<file path="config.mk">
export PLATFORM = sky130hd
export DESIGN_NAME = zxuno_regbank
export DESIGN_NICKNAME = d
export VERILOG_FILES = /design/src/logic/zxbus_pkg.sv /design/src/logic/zxregs_pkg.sv /design/src/logic/zxuno_port_decode.sv /design/src/logic/config_regs.sv /design/src/logic/coreid_stream.sv /design/src/logic/rasterint_ctrl.sv /design/src/logic/zxuno_read_mux.sv /design/src/logic/zxuno_regbank.sv
export SDC_FILE = /design/constraint.sdc
export NUM_CORES = 1
export LEC_CHECK = 0
export ABC_CLOCK_PERIOD_IN_PS = 3900
export BUFFER_PORTS_ARGS = -buffer_cell sky130_fd_sc_hd__buf_2
export CAP_MARGIN = 20
export CORE_UTILIZATION = 40
export CTS_CLUSTER_SIZE = 14
export DETAILED_ROUTE_END_ITERATION = 8
export PLACE_DENSITY = 0.65
export SYNTH_ARGS = -nofsm -noshare
export SYNTH_HDL_FRONTEND = slang
export SYNTH_HIERARCHICAL = 1
export SYNTH_SLANG_ARGS = --single-unit
</file>
<file path="constraint.sdc">
create_clock -name clk -period 3.9 [get_ports clk]
set_input_delay 0.39 -clock clk [delete_from_list [all_inputs] [get_ports clk]]
set_output_delay 0.39 -clock clk [all_outputs]
set_load 0.03 [all_outputs]
</file>
<file path="src/logic/zxbus_pkg.sv">
package zxbus_pkg;

   // ----------------------------------------------------------------------
   // CPU side of the register bank
   // ----------------------------------------------------------------------

   // One Z80 I/O cycle, reduced to a single-clock strobe
   typedef struct packed {
      logic        valid;  // Strobe, high for one clock
      logic        write;  // OUT when set, IN otherwise
      logic [15:0] addr;   // Full 16-bit port address
      logic [7:0]  data;   // Byte written by the CPU
   } cpu_cycle_t;

   // One candidate for the CPU read data
   typedef struct packed {
      logic       hit;   // Source claims this read
      logic [7:0] data;
   } rd_src_t;

   // Access to the ZX-Uno data port, already tagged with the register number
   typedef struct packed {
      logic       rd;
      logic       wr;
      logic [7:0] regnum;        // Current value of the address latch
      logic [7:0] data;          // Byte from the CPU on writes
      logic       addr_changed;  // Address port was rewritten
   } reg_access_t;

   // ----------------------------------------------------------------------
   // Port map
   // ----------------------------------------------------------------------

   localparam logic [15:0] ZXUNO_ADDR_PORT = 16'hFC3B;  // Register select
   localparam logic [15:0] ZXUNO_DATA_PORT = 16'hFD3B;  // Register data

   // Nobody drives the bus, the ULA would leave it floating high
   localparam logic [7:0] FLOATING_BUS = 8'hFF;

endpackage

</file>
<file path="src/logic/zxregs_pkg.sv">
package zxregs_pkg;

   // ----------------------------------------------------------------------
   // Register numbers behind the ZX-Uno data port
   // ----------------------------------------------------------------------

   localparam logic [7:0] REG_SCNDBLCTRL = 8'h0B;  // Scandoubler control
   localparam logic [7:0] REG_RASTERLINE = 8'h0C;  // Raster line, low byte
   localparam logic [7:0] REG_RASTERCTL  = 8'h0D;  // Raster control and status
   localparam logic [7:0] REG_SCRATCH    = 8'hFE;
   localparam logic [7:0] REG_COREID     = 8'hFF;

   // ----------------------------------------------------------------------
   // Register field layouts
   // ----------------------------------------------------------------------

   // Scandoubler control byte, bit 7 first
   typedef struct packed {
      logic       turbo_enable;      // Bit 7
      logic [1:0] unused;            // Kept so the byte reads back as written
      logic [2:0] freq_option;       // Bits 4:2, vertical refresh select
      logic       scanlines_enable;  // Bit 1
      logic       vga_enable;        // Bit 0
   } scndbl_t;

   // Raster interrupt settings handed to the ULA
   typedef struct packed {
      logic [8:0] line;              // Line that fires the interrupt
      logic       enable;
      logic       vretrace_disable;  // Masks the frame interrupt
   } raster_cfg_t;

   // ----------------------------------------------------------------------
   // Core identification
   // ----------------------------------------------------------------------

   localparam int COREID_LEN = 8;

   // First character in the top byte
   localparam logic [8*COREID_LEN-1:0] COREID_TEXT = "ZXREGS01";

endpackage

</file>
<file path="src/logic/zxuno_port_decode.sv">
`timescale 1ns/1ps

module zxuno_port_decode import zxbus_pkg::*; (
   input  logic        clk,
   input  logic        reset,
   input  cpu_cycle_t  bus,
   output reg_access_t access,
   output rd_src_t     addr_src
);

   logic       addr_port_hit;  // Strobe on FC3B
   logic       data_port_hit;  // Strobe on FD3B
   logic [7:0] regaddr;        // Register selected by the last OUT to FC3B

   // Full 16-bit compare, no partial decoding
   assign addr_port_hit = bus.valid && (bus.addr == ZXUNO_ADDR_PORT);
   assign data_port_hit = bus.valid && (bus.addr == ZXUNO_DATA_PORT);

   // ----------------------------------------------------------------------
   // Register address latch
   // ----------------------------------------------------------------------

   always_ff @(posedge clk) begin
      if (reset) begin
         regaddr <= 8'h00;
      end else if (addr_port_hit && bus.write) begin
         regaddr <= bus.data;  // New number visible from the next cycle
      end
   end

   // ----------------------------------------------------------------------
   // Access to the register blocks
   // ----------------------------------------------------------------------

   always_comb begin
      access              = '0;
      access.regnum       = regaddr;   // Old number during an address write
      access.data         = bus.data;
      access.rd           = data_port_hit && !bus.write;
      access.wr           = data_port_hit && bus.write;
      access.addr_changed = addr_port_hit && bus.write;
   end

   // Reading FC3B gives back the latch itself
   always_comb begin
      addr_src.hit  = addr_port_hit && !bus.write;
      addr_src.data = regaddr;
   end

endmodule

</file>
<file path="src/logic/config_regs.sv">
`timescale 1ns/1ps

module config_regs import zxbus_pkg::*, zxregs_pkg::*; #(
   parameter logic [7:0] SCNDBL_DEFAULT = 8'h00
) (
   input  logic        clk,
   input  logic        reset,
   input  reg_access_t access,
   output rd_src_t     src,
   output scndbl_t     scndbl
);

   logic [7:0] scratch;
   scndbl_t    scndbl_q;

   logic sel_scratch;
   logic sel_scndbl;

   assign sel_scratch = (access.regnum == REG_SCRATCH);
   assign sel_scndbl  = (access.regnum == REG_SCNDBLCTRL);

   always_ff @(posedge clk) begin
      if (reset) begin
         scratch  <= 8'h00;
         scndbl_q <= scndbl_t'(SCNDBL_DEFAULT);  // Video mode at power up
      end else if (access.wr) begin
         if (sel_scratch) begin
            scratch <= access.data;
         end
         if (sel_scndbl) begin
            scndbl_q <= scndbl_t'(access.data);  // Whole byte, spare bits too
         end
      end
   end

   // Read side, straight from the stored bytes
   always_comb begin
      src.hit = access.rd && (sel_scratch || sel_scndbl);
      if (sel_scndbl) begin
         src.data = scndbl_q;
      end else begin
         src.data = scratch;
      end
   end

   assign scndbl = scndbl_q;  // Fields to the scandoubler

endmodule

</file>
<file path="src/logic/coreid_stream.sv">
`timescale 1ns/1ps

module coreid_stream import zxbus_pkg::*, zxregs_pkg::*; #(
   parameter int ID_LEN = COREID_LEN  // Characters sent, at most COREID_LEN
) (
   input  logic        clk,
   input  logic        reset,
   input  reg_access_t access,
   output rd_src_t     src
);

   localparam int PTR_W = $clog2(ID_LEN + 1);  // One extra state for "done"

   logic [PTR_W-1:0] ptr;       // Next character to hand out
   logic             id_read;
   logic             at_end;
   int               char_idx;  // Byte position inside COREID_TEXT

   assign id_read = access.rd && (access.regnum == REG_COREID);
   assign at_end  = (ptr >= PTR_W'(ID_LEN));

   always_ff @(posedge clk) begin
      if (reset) begin
         ptr <= '0;
      end else if (access.addr_changed) begin
         ptr <= '0;  // Any address rewrite restarts the string
      end else if (id_read && !at_end) begin
         ptr <= ptr + 1'b1;
      end
   end

   always_comb begin
      char_idx = COREID_LEN - 1 - int'(ptr);
      src.hit  = id_read;
      if (at_end) begin
         src.data = 8'h00;  // Terminator, repeated until rewound
      end else begin
         src.data = COREID_TEXT[8*char_idx +: 8];
      end
   end

endmodule

</file>
<file path="src/logic/rasterint_ctrl.sv">
`timescale 1ns/1ps

module rasterint_ctrl import zxbus_pkg::*, zxregs_pkg::*; (
   input  logic        clk,
   input  logic        reset,
   input  reg_access_t access,
   input  logic        raster_int_in_progress,
   output rd_src_t     src,
   output raster_cfg_t raster
);

   raster_cfg_t cfg;

   logic sel_line;
   logic sel_ctl;

   assign sel_line = (access.regnum == REG_RASTERLINE);
   assign sel_ctl  = (access.regnum == REG_RASTERCTL);

   always_ff @(posedge clk) begin
      if (reset) begin
         cfg <= '0;  // Raster interrupt off, line 0
      end else if (access.wr) begin
         if (sel_line) begin
            cfg.line[7:0] <= access.data;
         end
         if (sel_ctl) begin
            cfg.line[8]          <= access.data[0];
            cfg.enable           <= access.data[1];
            cfg.vretrace_disable <= access.data[2];
         end
      end
   end

   // ----------------------------------------------------------------------
   // Read back
   // ----------------------------------------------------------------------

   always_comb begin
      src.hit = access.rd && (sel_line || sel_ctl);
      if (sel_ctl) begin
         // Status in bit 7, settings in bits 2:0
         src.data = {raster_int_in_progress, 4'b0000,
                     cfg.vretrace_disable, cfg.enable, cfg.line[8]};
      end else begin
         src.data = cfg.line[7:0];
      end
   end

   assign raster = cfg;

endmodule

</file>
<file path="src/logic/zxuno_read_mux.sv">
`timescale 1ns/1ps

module zxuno_read_mux import zxbus_pkg::*; (
   input  logic       clk,
   input  logic       reset,
   input  cpu_cycle_t bus,
   input  rd_src_t    addr_src,
   input  rd_src_t    config_src,
   input  rd_src_t    coreid_src,
   input  rd_src_t    raster_src,
   output logic       rd_valid,
   output logic [7:0] rd_data
);

   logic       rd_strobe;  // Any IN cycle, claimed or not
   logic [7:0] sel_data;

   assign rd_strobe = bus.valid && !bus.write;

   // Fixed priority, first hit wins
   always_comb begin
      if (addr_src.hit) sel_data = addr_src.data;
      else if (config_src.hit) sel_data = config_src.data;
      else if (coreid_src.hit) sel_data = coreid_src.data;
      else if (raster_src.hit) sel_data = raster_src.data;
      else sel_data = FLOATING_BUS;
   end

   // ----------------------------------------------------------------------
   // Response stage
   // ----------------------------------------------------------------------

   always_ff @(posedge clk) begin
      if (reset) begin
         rd_valid <= 1'b0;
      end else begin
         rd_valid <= rd_strobe;  // One pulse per read strobe
      end
   end

   always_ff @(posedge clk) begin
      if (rd_strobe) begin
         rd_data <= sel_data;
      end
   end

endmodule

</file>
<file path="src/logic/zxuno_regbank.sv">
`timescale 1ns/1ps

module zxuno_regbank import zxbus_pkg::*, zxregs_pkg::*; #(
   parameter logic [7:0] SCNDBL_DEFAULT = 8'h00,
   parameter int         ID_LEN         = COREID_LEN
) (
   input  logic        clk,
   input  logic        reset,
   input  cpu_cycle_t  bus,
   input  logic        raster_int_in_progress,  // From the ULA
   output logic        rd_valid,
   output logic [7:0]  rd_data,
   output scndbl_t     scndbl,
   output raster_cfg_t raster
);

   reg_access_t access;  // Decoded data-port access, to every register block

   // One candidate per block, sorted out by the read mux
   rd_src_t addr_src;
   rd_src_t config_src;
   rd_src_t coreid_src;
   rd_src_t raster_src;

   zxuno_port_decode i_zxuno_port_decode (
      .clk      (clk),
      .reset    (reset),
      .bus      (bus),
      .access   (access),
      .addr_src (addr_src)
   );

   config_regs #(
      .SCNDBL_DEFAULT (SCNDBL_DEFAULT)
   ) i_config_regs (
      .clk    (clk),
      .reset  (reset),
      .access (access),
      .src    (config_src),
      .scndbl (scndbl)
   );

   coreid_stream #(
      .ID_LEN (ID_LEN)
   ) i_coreid_stream (
      .clk    (clk),
      .reset  (reset),
      .access (access),
      .src    (coreid_src)
   );

   rasterint_ctrl i_rasterint_ctrl (
      .clk                    (clk),
      .reset                  (reset),
      .access                 (access),
      .raster_int_in_progress (raster_int_in_progress),
      .src                    (raster_src),
      .raster                 (raster)
   );

   zxuno_read_mux i_zxuno_read_mux (
      .clk        (clk),
      .reset      (reset),
      .bus        (bus),
      .addr_src   (addr_src),
      .config_src (config_src),
      .coreid_src (coreid_src),
      .raster_src (raster_src),
      .rd_valid   (rd_valid),
      .rd_data    (rd_data)
   );

endmodule

</file>
==> reports/qor.yml, run 1 <==
async_reset_ff_share_pct: 0
hold_ws_ns: 0.3782
power.density_nw_per_um2: 276.1
seq_area_um2: 1041
area_growth_pct: 8.701
dieHeight_um: 87.85
wl_per_cell_um: 15.56
crit_chain: "buf_2 -> nand4bb_4 -> or4_4 -> nor3b_2 -> a21boi_0 -> nor2b_1 -> a22oi_1 -> o21ai_1"
synthCells: 289
io_buffers: 56
antenna_left: 0
drcViolationCount: 0
numCtsBuffers: 5
nets: 350
grt_pass1_vias: 1957
num_rows: 30
place_hpwl_mm: 4.985
leakagePower_nw: 1.403
overflow: 0
grt_usage_pct: 17.70
fin_area_um2: 3204
slowest_delay_ns: 0.58
muxShareOfSynthArea_pct: 15.41
maxSlewViolCount: 0
arrival_ns: 2.69
place_congestion: 0.8128
via_per_inst: 5.295
synth_xor_area_share_pct: 0
worst_slack_ns: 1.378
drive_gt1_share_pct: 31.15
synth_fa_ha_area_share_pct: 0.4244
antenna_found_initial: 0
clkTransAtPathRegs_ns: 0.09
grt.busiest_layer: "met2"
core_um2: 6944
hold_buffers: 0
grt_pass1_wl_mm: 10.23
routed-via-count: 2208
grt_max_degree: 57
syn_nets: 319
seq_area_frac_synth_pct: 35.31
p_total_mw: 0.8847
synth_commonest_cells: "nand2b_1 (45), dfxtp_1 (40), mux2i_1 (30)"
insertion_delay_ns: 0.30
io_pins: 57
cap_violations: 0
dpl.cell_count: 409
n_fill_cell: 674
synth_warnings: 6
setup-violations-final: 0
ys.flop_type: "dfxtp_1"
synth_top_area_share_pct: 27.16
synth.most_common_cell: "nand2b_1"
cts_buffer_depth: 2
crit_type: "input pin to flop"
ys_ff_latch: 48
slowest_stage: "or4_4"
drt_iter0_markers: 146
timing.final.crit_share_pct: 64.66
htreeDepth: 2
path_buf_inv: 1
synth_edf_count: 8
cts_resized: 0
use_met2_pct: 27.55
hp-class: "input pin to flop"
post_cts_buffers: 0
final_hold_viol_count: 0
slew_headroom_pct: 40.92
synth_simple_gate_area_share_pct: 30.90
fin_setup_tns_ns: 0
critical-path-top-delay-family: "simple AND/OR/NAND/NOR gates"
synth_largest_area_cell: "dfxtp_1"
rsz0062_at_grt: "false"
cts.sinks: 48
max_clock_freq_mhz: 396.5
diodes: 0
worst_pin_slew_ns: 0.8844
wl_mm: 6.489
synth_top_family_by_area: "simple AND/OR/NAND/NOR gates"
critPathMaxFanout: 11
multiInputGateArea_um2: 1654
initial_core_util_pct: 42.45
worstPathRequired_ns: 4.06
fin_util_pct: 46.14
synth_area_leaders: "dfxtp_1 (27%), mux2i_1 (10%), nand2b_1 (9.6%)"
place_ws_ns: 1.109
die_width_um: 87.85
drt_pass1_iterations: 5
postSynthAreaPerCell_um2: 10.20
netlist_area_um2: 2948
grtUsageMet3_pct: 3.676
critPathCaptureType: "flop"
synth_cell_type_count: 53
post-route-min-period_ns: 2.522
met1_usage_pct: 24.65
design.die.area_um2: 7717
status: "finished, final reports clean"
startpoint_type: "input pin"
fin_skew_ns: 0.009236
irDropWorstVdd_mv: 0.1324
synth_compound_area_share_pct: 9.253
cts_tree: "yes"
dpl-instance-area_um2: 3110
cts-root-buf: "clkbuf_8"
final_cells: 417
## path summary, 6_finish.rpt
path	startpoint	to	slack [ns]	cells after the start
max	bus[17]	i_zxuno_read_mux/rd_data[2]	1.38	8
min	bus[0]	i_zxuno_port_decode/regaddr[0]	0.38	3
max reg2reg	i_zxuno_port_decode/regaddr[0]	i_zxuno_read_mux/rd_data[2]	1.50	6
min reg2reg	i_config_regs/scratch[7]	i_config_regs/scratch[7]	0.48	2
## per-layer routing
| metal | vias to the layer above | wire length [µm] | part of all wire [%] |
|---|---|---|---|
| met5 | - | 0 | 0 |
| met4 | 0 | 89 | 1.4 |
| met3 | 7 | 476 | 7.3 |
| met2 | 91 | 2969 | 46 |
| met1 | 1031 | 2953 | 46 |
| li1 | 1079 | - | - |
## power by group
part / total (mW) / switching, mW / internal [mW]
sequential: 0.507 / 0.00104 / 0.506
clock: 0.312 / 0.168 / 0.144
combinational: 0.0658 / 0.0391 / 0.0267
total: 0.885 / 0.208 / 0.677
## state kept, by name (all words and copies together) (netlist names)
name / count
i_coreid_stream/ptr: 4
i_rasterint_ctrl/raster: 11
i_zxuno_port_decode/regaddr: 8
i_zxuno_read_mux/rd_valid: 1
i_zxuno_read_mux/rd_data: 8
i_config_regs/scratch: 8
i_config_regs/scndbl: 8
## tightest hold or removal path, delay by kind of cell
kind,cells,cell delay [ns]
compound gates,1,0.06
buf+inv,1,0.13
simple gates,1,0.07
## cell type report
class / instances / area share, %
Tap cell: 96 / 3.749
Multi-Input combinational cell: 206 / 51.62
Inverter: 2 / 0.2343
Timing Repair Buffer: 57 / 8.981
Sequential cell: 48 / 32.49
Clock buffer: 7 / 2.694
Clock inverter: 1 / 0.2343
## cell families (layout without fill, tap and decap cells)
family / Yosys count / after routing
compound gates: 45 / 45
fa+ha+maj: 1 / 1
buf+inv: 35 / 67
flops: 48 / 48
mux: 42 / 42
other cells: 1 / 1
simple gates: 117 / 117
## cells in the final DEF (no fill, tap or decap), drive strengths merged, types with 2 or more instances in the layout
cell type,synthesis,layout
dfxtp,40,40
or2,2,2
a22oi,7,7
or3,2,2
nand4b,5,5
o21ai,15,15
nor2,5,5
nand2b,45,45
nand2,9,9
nor2b,8,8
nand4,3,3
and3,4,4
o22ai,9,9
and2,5,5
a21oi,11,11
mux2,12,12
and4b,3,3
edfxtp,8,8
nor4,3,3
nand3,12,12
clkbuf,5,7
buf,28,57
mux2i,30,30
nor3,5,5
inv,2,2
Power figures use the tool's default switching activity.
==> inputs of run 2 (changes only) <==
--- a/config.mk
+++ b/config.mk
@@ -5,13 +5,14 @@
 export SDC_FILE = /design/constraint.sdc
 export NUM_CORES = 1
 export LEC_CHECK = 0
-export ABC_CLOCK_PERIOD_IN_PS = 3900
+export ABC_AREA = 1
+export ABC_CLOCK_PERIOD_IN_PS = 2250
 export BUFFER_PORTS_ARGS = -buffer_cell sky130_fd_sc_hd__buf_2
 export CAP_MARGIN = 20
 export CORE_UTILIZATION = 40
 export CTS_CLUSTER_SIZE = 14
 export DETAILED_ROUTE_END_ITERATION = 8
-export PLACE_DENSITY = 0.65
+export PLACE_DENSITY = 0.66
 export SYNTH_ARGS = -nofsm -noshare
 export SYNTH_HDL_FRONTEND = slang
 export SYNTH_HIERARCHICAL = 1
==> constraint.sdc (replaced) <==
create_clock -name clk -period 2.25 [get_ports clk]
set_input_delay 0.225 -clock clk [delete_from_list [all_inputs] [get_ports clk]]
set_output_delay 0.225 -clock clk [all_outputs]
set_load 0.03 [all_outputs]
==> reports/qor.yml, run 2 <==
power.density_nw_per_um2: 426.3  # +54%
fin_area_um2: 3786  # +18%
synth_area_leaders: "dfxtp_1 (23%), nand2_1 (15%), inv_1 (12%)"
ys.flop_type: "dfxtp_1"
cap_violations: 0  # unchanged
synthCells: 525  # +82%
leakagePower_nw: 1.897  # +35%
synth_top_area_share_pct: 23.27  # -3.9 points
grt_pass1_vias: 2852  # +46%
area_growth_pct: 10.04
wl_mm: 7.970  # +23%
postSynthAreaPerCell_um2: 6.554  # -36%
maxSlewViolCount: 0  # unchanged
slowest_delay_ns: 0.41  # -0.17 ns
cts_tree: "yes"
critical-path-top-delay-family: "simple AND/OR/NAND/NOR gates"
wl_per_cell_um: 11.88  # -24%
synth.most_common_cell: "nand2_1"
io_pins: 57  # unchanged
fin_skew_ns: 0.01381  # +0.004575 ns
final_cell_mix: "nand2_1 (139), inv_1 (111), nor2_1 (71), buf_2 (56), dfxtp_1 (38)"
layout_commonest_cell: "nand2_1"
critPathMaxFanout: 8  # -3
max_clock_freq_mhz: 484.3
die_width_um: 94.75  # +7.9%
p_total_mw: 1.614  # +82%
final_hold_viol_count: 0  # unchanged
initial_core_util_pct: 41.67  # -0.78 points
cts_buffer_depth: 2  # unchanged
critPathCaptureType: "flop"
synth_edf_count: 8  # unchanged
place_ws_ns: 0.1224  # -0.9862 ns
place_hpwl_mm: 6.144  # +23%
drcViolationCount: 0  # unchanged
cts_resized: 0  # unchanged
largest_reg_flops: 11  # unchanged
place_congestion: 0.8993  # +11%
n_fill_cell: 883  # +31%
cts.sinks: 48  # unchanged
seq_area_frac_synth_pct: 30.25  # -5.1 points
antenna_left: 0  # unchanged
rsz0062_at_grt: "false"
synth_top_family_by_area: "simple AND/OR/NAND/NOR gates"
worst_slack_ns: 0.1851  # -1.193 ns
synth_compound_area_share_pct: 6.909  # -2.3 points
hold_ws_ns: 0.1872  # -0.1909 ns
core_um2: 8258  # +19%
netlist_area_um2: 3441  # +17%
grt_max_degree: 31  # -46%
syn_nets: 555  # +74%
crit_chain: "nand2_1 -> nor2_2 -> nand2_2 -> inv_2 -> o21a_1 -> inv_1 -> nor2_1 -> nand2_1 -> nand2_1 -> a21oi_1"
htreeDepth: 2  # unchanged
hp-class: "input pin to flop"
synth_largest_area_cell: "dfxtp_1"
status: "finished, final reports clean"
design.die.area_um2: 8977  # +16%
fin_util_pct: 45.85  # -0.30 points
synth_warnings: 6  # unchanged
slew_headroom_pct: 49.92  # +9.0 points
synth_xor_area_share_pct: 0.2545  # +0.25 points
antenna_found_initial: 0  # unchanged
synth_fa_ha_area_share_pct: 0.3636  # -0.061 points
async_reset_ff_share_pct: 0  # unchanged
dpl-instance-area_um2: 3676  # +18%
numCtsBuffers: 5  # unchanged
slowest_stage: "dfxtp_1"
overflow: 0  # unchanged
dpl.cell_count: 663  # +62%
drive_gt1_share_pct: 24.56  # -6.6 points
setup-violations-final: 0  # unchanged
worst_pin_slew_ns: 0.7485  # -0.1360 ns
via_per_inst: 4.548  # -14%
muxShareOfSynthArea_pct: 0  # -15 points
grt_pass1_wl_mm: 13.16  # +29%
dieHeight_um: 94.75  # +7.9%
post-route-min-period_ns: 2.065
synth_cell_type_count: 32  # -40%
cts-root-buf: "clkbuf_8"
ys_ff_latch: 48  # unchanged
num_rows: 33  # +10%
routed-via-count: 3052  # +38%
timing.final.crit_share_pct: 91.78
post_cts_buffers: 0  # unchanged
hold_buffers: 0  # unchanged
final_cells: 671  # +61%
synth_simple_gate_area_share_pct: 42.00  # +11 points
diodes: 0  # unchanged
drt_pass1_iterations: 4  # -1
io_buffers: 56  # unchanged
insertion_delay_ns: 0.31  # about the same
worstPathRequired_ns: 2.31  # -1.75 ns
synth_commonest_cells: "nand2_1 (139), inv_1 (111), nor2_1 (71)"
nets: 595  # +70%
drt_iter0_markers: 150  # +2.7%
grt_usage_pct: 18.90  # +1.2 points
crit_type: "flop to flop"
crit_top_cell: "nand2_1"
irDropWorstVdd_mv: 0.3549  # +170%
fin_setup_tns_ns: 0  # unchanged
arrival_ns: 2.13  # -0.56 ns
clkTransAtPathRegs_ns: 0.09  # about the same
path_buf_inv: 2  # +1
startpoint_type: "flop"
[run 2: cell count changes after synthesis, moves of 19 or more]
| cell | previous run | this run |
|---|---|---|
| nand2_1 | 8 | 139 |
| nand4_1 | 2 | 21 |
| mux2i_1 | 30 | 0 |
| nand2b_1 | 45 | 0 |
| nor2_1 | 5 | 71 |
| inv_1 | 2 | 111 |
[run 2: tightest hold or removal path: stages]
cell,delay (ns)
buf_2,0.12
inv_1,0.06
nor3_1,0.04
[run 2: power by group]
group          switching, mW  internal [mW]  leakage [nW]  total, mW
combinational         0.0717         0.0341          1.45      0.106
clock                  0.303          0.331        0.0552      0.633
sequential          0.000816          0.874         0.389      0.875
total                  0.375           1.24          1.90       1.61
[run 2: final timing paths]
path | startpoint | end | slack (ns) | depth (start not counted)
setup reg to reg | i_zxuno_port_decode/regaddr[3] | i_zxuno_read_mux/rd_data[3] | 0.19 | 10
setup / recovery | i_zxuno_port_decode/regaddr[3] | i_zxuno_read_mux/rd_data[3] | 0.19 | 10
hold / removal | bus[25] | i_zxuno_read_mux/rd_valid | 0.19 | 3
hold reg to reg | i_config_regs/scratch[7] | i_config_regs/scratch[7] | 0.52 | 4
[run 2: cell type report]
type                            count  area, µm²  area share (%)
Sequential cell                    48       1044           27.56
Clock inverter                      2      35.03          0.9253
Inverter                          118      442.9           11.70
Timing Repair Buffer               64      352.8           9.319
Multi-Input combinational cell    328       1708           45.11
Clock buffer                        6      72.57           1.917
Tap cell                          105      131.4           3.470
[run 2: layer usage]
metal / GRT usage (%) / vias to the layer above / part of all wire, %
li1: - / 1620 / -
met1: 23.84 / 1338 / 46
met2: 33.15 / 84 / 48
met3: 3.060 / 10 / 5.0
met4: 5.051 / 0 / 1.4
met5: 0 / - / 0
[run 2: cell families (layout without fill, tap and decap cells)]
| kind of cell | count (synthesis) | count (layout) |
|---|---|---|
| other | 1 | 1 |
| adders and majority gates | 1 | 1 |
| DFF | 48 | 48 |
| and+or+nand+nor | 291 | 291 |
| AOI/OAI and AO/OA | 34 | 34 |
| xor gates and xnor gates | 1 | 1 |
| buffers and inverters | 149 | 190 |
